File: src/include/memStage_config.svh
`ifndef MEMSTAGE_CONFIG_SVH
`define MEMSTAGE_CONFIG_SVH

// Set to 1'b0 for the build without the data cache
`define CACHE_ENABLE 1'b1

// First byte address of the data window
`define DATA_BASE 32'd1024

`define SRAM_ADDR_W 17
`define SRAM_WAIT_CYCLES 3

// Word address bit 0 picks the word within a line
`define CACHE_SETS 64
`define CACHE_INDEX_W $clog2(`CACHE_SETS)
`define CACHE_TAG_W (`SRAM_ADDR_W - `CACHE_INDEX_W - 1)

`endif

File: src/rtl/pipeTypesPkg.sv
`default_nettype none
`include "memStage_config.svh"

package pipeTypesPkg;

    // Load or store coming from the execute stage
    typedef struct packed {
        logic        memRead;
        logic        memWrite;
        logic [31:0] addr;
        logic [31:0] storeData;
    } memRequest;

    // Carried unchanged towards writeback
    typedef struct packed {
        logic        wbEnable;
        logic [3:0]  dest;
        logic        memRead;
        logic [31:0] aluResult;
    } wbFields;

endpackage

`default_nettype wire

File: src/rtl/memTypesPkg.sv
`default_nettype none
`include "memStage_config.svh"

package memTypesPkg;

    typedef struct packed {
        logic                    readEn;
        logic                    writeEn;
        logic [`SRAM_ADDR_W-1:0] addr;
        logic [31:0]             writeData;
    } sramRequest;

    // Lower half holds the even word
    typedef struct packed {
        logic [31:0] upper;
        logic [31:0] lower;
    } cacheLine;

    typedef struct packed {
        logic [`CACHE_TAG_W-1:0]   tag;
        logic [`CACHE_INDEX_W-1:0] index;
        logic                      wordSel;
    } cacheLookup;

    // All strobes active low
    typedef struct packed {
        logic weN;
        logic oeN;
        logic ceN;
        logic ubN;
        logic lbN;
    } sramPins;

    // Byte address inside the data window to SRAM word address
    function automatic logic [`SRAM_ADDR_W-1:0] toWordAddr(input logic [31:0] byteAddr);
        logic [31:0] offset;
        offset = byteAddr - `DATA_BASE;
        return offset[`SRAM_ADDR_W+1:2];
    endfunction

endpackage

`default_nettype wire

File: src/rtl/cacheController.sv
`timescale 1ns/1ps
`default_nettype none
`include "memStage_config.svh"

module cacheController
    import pipeTypesPkg::*;
    import memTypesPkg::*;
(
    input  logic        clk,
    input  logic        rst,
    input  memRequest   req,
    input  logic        hit,
    input  logic [31:0] readWord,
    input  logic        sramDone,
    input  cacheLine    lineData,
    output cacheLookup  lookup,
    output logic        fill,
    output cacheLine    fillData,
    output logic        invalidate,
    output sramRequest  sramReq,
    output logic        lineRead,
    output logic        ready,
    output logic [31:0] memData
);

    typedef enum logic [1:0] {
        sLookup,
        sReadLine,
        sFill,
        sWrite
    } ctrlState;

    ctrlState                state;
    logic [`SRAM_ADDR_W-1:0] wordAddr;
    logic                    reqPresent;
    logic                    readHit;

    assign wordAddr = toWordAddr(req.addr);

    assign lookup = '{
        tag:     wordAddr[`SRAM_ADDR_W-1:`CACHE_INDEX_W+1],
        index:   wordAddr[`CACHE_INDEX_W:1],
        wordSel: wordAddr[0]
    };

    assign sramReq = '{
        readEn:    (state == sReadLine),
        writeEn:   (state == sWrite),
        addr:      wordAddr,
        writeData: req.storeData
    };

    assign lineRead   = (state == sReadLine);
    assign fill       = (state == sFill);
    assign fillData   = lineData;
    assign invalidate = (state == sWrite) && sramDone;

    assign reqPresent = req.memRead || req.memWrite;
    assign readHit    = (state == sLookup) && req.memRead && hit;
    assign ready      = !reqPresent || readHit || invalidate;
    assign memData    = readWord;

    always_ff @(posedge clk) begin
        if (rst) begin
            state <= sLookup;
        end else begin
            case (state)
                sLookup: begin
                    if (req.memRead && !hit) begin
                        state <= sReadLine;
                    end else if (req.memWrite) begin
                        state <= sWrite;
                    end
                end
                sReadLine: begin
                    if (sramDone) begin
                        state <= sFill;
                    end
                end
                // Filled line turns the held load into a hit
                sFill: begin
                    state <= sLookup;
                end
                default: begin
                    if (sramDone) begin
                        state <= sLookup;
                    end
                end
            endcase
        end
    end

endmodule

`default_nettype wire

File: config.mk
export PLATFORM = sky130hd
export DESIGN_NAME = cacheController
export DESIGN_NICKNAME = d
export VERILOG_FILES = /design/src/rtl/pipeTypesPkg.sv /design/src/rtl/memTypesPkg.sv /design/src/rtl/cacheController.sv
export VERILOG_INCLUDE_DIRS = /design/src /design/src/include
export SDC_FILE = /design/constraint.sdc
export NUM_CORES = 1
export LEC_CHECK = 0
export ABC_AREA = 1
export ABC_CLOCK_PERIOD_IN_PS = 960
export BUFFER_PORTS_ARGS = -buffer_cell sky130_fd_sc_hd__buf_2
export CAP_MARGIN = 15
export CORE_AREA = 2 2 131 133
export DETAILED_ROUTE_END_ITERATION = 10
export DIE_AREA = 0 0 133 135
export PLACE_DENSITY = 0.38
export RECOVER_POWER = 50
export SYNTH_ARGS = -nofsm -noshare
export SYNTH_HDL_FRONTEND = slang
export SYNTH_SLANG_ARGS = --single-unit
File: constraint.sdc
create_clock -name clk -period 0.96 [get_ports clk]
set_input_delay 0.048 -clock clk [delete_from_list [all_inputs] [get_ports clk]]
set_output_delay 0.048 -clock clk [all_outputs]
set_load 0.02 [all_outputs]
==> metrics.txt <==
run status complete, but fails checks; violated checks setup timing; effective utilization at floorplan 9.23%; number of search-and-repair iterations in the first detailed-routing pass 3; total of warnings raised by yosys 0; CP startpoint kind flip-flop; Top reg by flops state; worst relative slew slack 88.6%; class of the most critical setup path flip-flop to output pin; final worst clock skew 0.000533 ns; All-Layer GR Usage 3.91%; via count of the first global-routing pass 777; number of antenna-violating nets in the routed design 0; CTS sink cnt 2; DRT Wirelength 3860 um; number of pins exceeding their max-slew limit in the final report 0; vias after detailed routing 753; Top Ports 334; transition time at the pin with the least slew margin 0.171 ns; first-pass GRT wire length 5030 um; detailed-route vias per instance 2.23; setup repair after global routing missed its margin yes; highest ir drop seen on vdd 1.15 mV; Final #Nets 286; Post-Synthesis Net Count 385; final cycle utilization of the critical path 110%; global route overflow 0; antenna violations before repair 0; post-synthesis instance total 218; crit path capture type output pin; maximum number of pins on one net before global-route repair 6; share of the yosys chip area belonging to registers 2.64%; Worst path slowest cell dfxtp_4; CTS H-tree lvls 1; antenna diode instance count 0; time the worst path needs with I/O delays and setup 1.05 ns; number of buffers on the longest clock path 2; Reg clk slew, reported paths 0.03 ns; power per cell area 1210 nW/um^2; count of port buffers added during placement 38; floorplan die width 133 um; count of cell types in the netlist 18; chip height 135 um; Critical Path, Cell by Cell nor2_4 > nand3_2 > o221ai_2 > buf_4; total of endpoints with negative setup slack in the final report 8; Power, Total 1.51 mW; Lkg Pwr 0.503 nW; final hold vios 0; mapped cell area 1510 sq um; total non-filler cell area in the finished layout 1250 sq um; final core utilization 7.65%; fraction of final layout cells sized beyond drive strength 1 77.8%; clock latency on the worst-skew pair 0.22 ns; detailed-placement wirelength estimate 3240 um; TritonCTS clock tree done; Clock Root Buffer clkbuf_16; average wire per standard cell 11.5 um; die footprint 18,000 sq um; Placement Cell Area 946 sq um; maximum clock rate 0.950 GHz; required arrival time at the worst endpoint 0.91 ns; count of max-cap constraint violations 0; flip-flop and latch count after synthesis 2; area added between synthesis and finish -17.1%; number of CTS-inserted buffers 3; final hold slack 0.0960 ns; Placeable Area 16,400 sq um; flip-flop count of the largest register after layout 2; PnR worst setup slack -0.0929 ns; largest stage delay on the critical path 0.37 ns; routability congestion estimate from global placement 0.694; starting DRC count in detailed routing 10; data arrival time of the critical path 1.00 ns; biggest registers after layout state (2); post-detailed-route DRC marker count 0; Min-Delay Path Class input port to output pin; Filler Cell Count 1,913; mean instance size in the synthesized netlist 6.94 sq um; Core Rows 47; maximum net fanout on the critical path 5
[Yosys cell counts, drive strengths merged]
cell	n	share of area, %
buf	154	76
nand2	19	4.9
inv	16	4.0
nor2	11	3.6
nand3	5	2.3
xor2	3	1.7
a21oi	2	1.2
dfxtp	2	2.6
o21ai	2	0.91
ha	1	0.83
nand3b	1	0.50
o221ai	1	0.58
xnor2	1	0.58
[layer usage]
| metal | vias up | global-route usage, % | wire length (um) |
|---|---|---|---|
| li1 | 295 | - | - |
| met1 | 306 | 2.55 | 917 |
| met2 | 110 | 5.96 | 1800 |
| met3 | 42 | 2.89 | 739 |
| met4 | 0 | 5.73 | 406 |
| met5 | - | 0 | 0 |
[cells by family (layout without fill, tap and decap cells)]
logic type / count (synthesis) / in the layout / share of synthesized area (%)
simple gates: 36 / 36 / 11.2
compound gates: 5 / 5 / 2.64
xor+xnor: 4 / 4 / 2.31
buf+inv: 170 / 69 / 80.3
fa+ha+maj: 1 / 1 / 0.826
flops: 2 / 2 / 2.64
[area by class of cell]
| cell class | instances | area, sq um | area share (%) |
|---|---|---|---|
| clock buffers | 3 | 75.1 | 5.98 |
| repair buffers | 50 | 358 | 28.5 |
| multi-input cells | 46 | 428 | 34.1 |
| flip-flops and latches | 2 | 47.5 | 3.79 |
| well taps | 220 | 275 | 21.9 |
| inverters | 16 | 71.3 | 5.68 |
[per-stage QoR]
step,worst slack [ns],TNS (ns),cells
global placement,-0.0887,-0.182,329
detailed placement,-0.0797,-0.141,329
global route,-0.130,-0.887,337
floorplan,-0.0263,-0.0772,218
finish,-0.0929,-0.480,337
CTS,-0.0914,-0.382,334
[power by group]
part	switching, mW	internal [mW]	total, mW	leakage, nW
sequential	0.0438	0.107	0.151	0.0178
combinational	0.395	0.344	0.739	0.448
clock	0.0926	0.530	0.622	0.0370
total	0.532	0.981	1.51	0.503
[worst paths after layout]
kind	startpoint	endpoint	slack, ns	cells past startpoint
min reg2reg	state[0]	state[1]	0.62	4
max reg2reg	state[1]	state[0]	-0.06	6
min	lineData[0]	fillData[0]	0.1	0
max	state[1]	ready	-0.09	4
[cell usage in the layout (no fill, tap or decap), drive strengths merged]
cell,instances
buf,49
nand2,19
inv,15
nor2,11
nand3,5
clkbuf,3
xor2,3
o21ai,2
a21oi,2
dfxtp,2
clkinvlp,1
nand3b,1
xnor2,1
o221ai,1
ha,1
dlygate4sd3,1
[critical path: cells and delay by family (launching register included)]
kind	cells	cell delay (ns)
buffers and inverters	1	0.17
AOI/OAI and AO/OA	1	0.06
DFF	1	0.37
and+or+nand+nor	2	0.19
[what timing repair did]
action                                 4_1_cts  5_1_grt
setup buffers                                1        3
gates cloned                                 0        0
pin swaps                                    2       10
endpoints found under the hold margin        1        0
hold buffers                                 1        0
resized for setup                           31       25
setup endpoints to repair                    8       14
(Power assumes the default switching activity.)
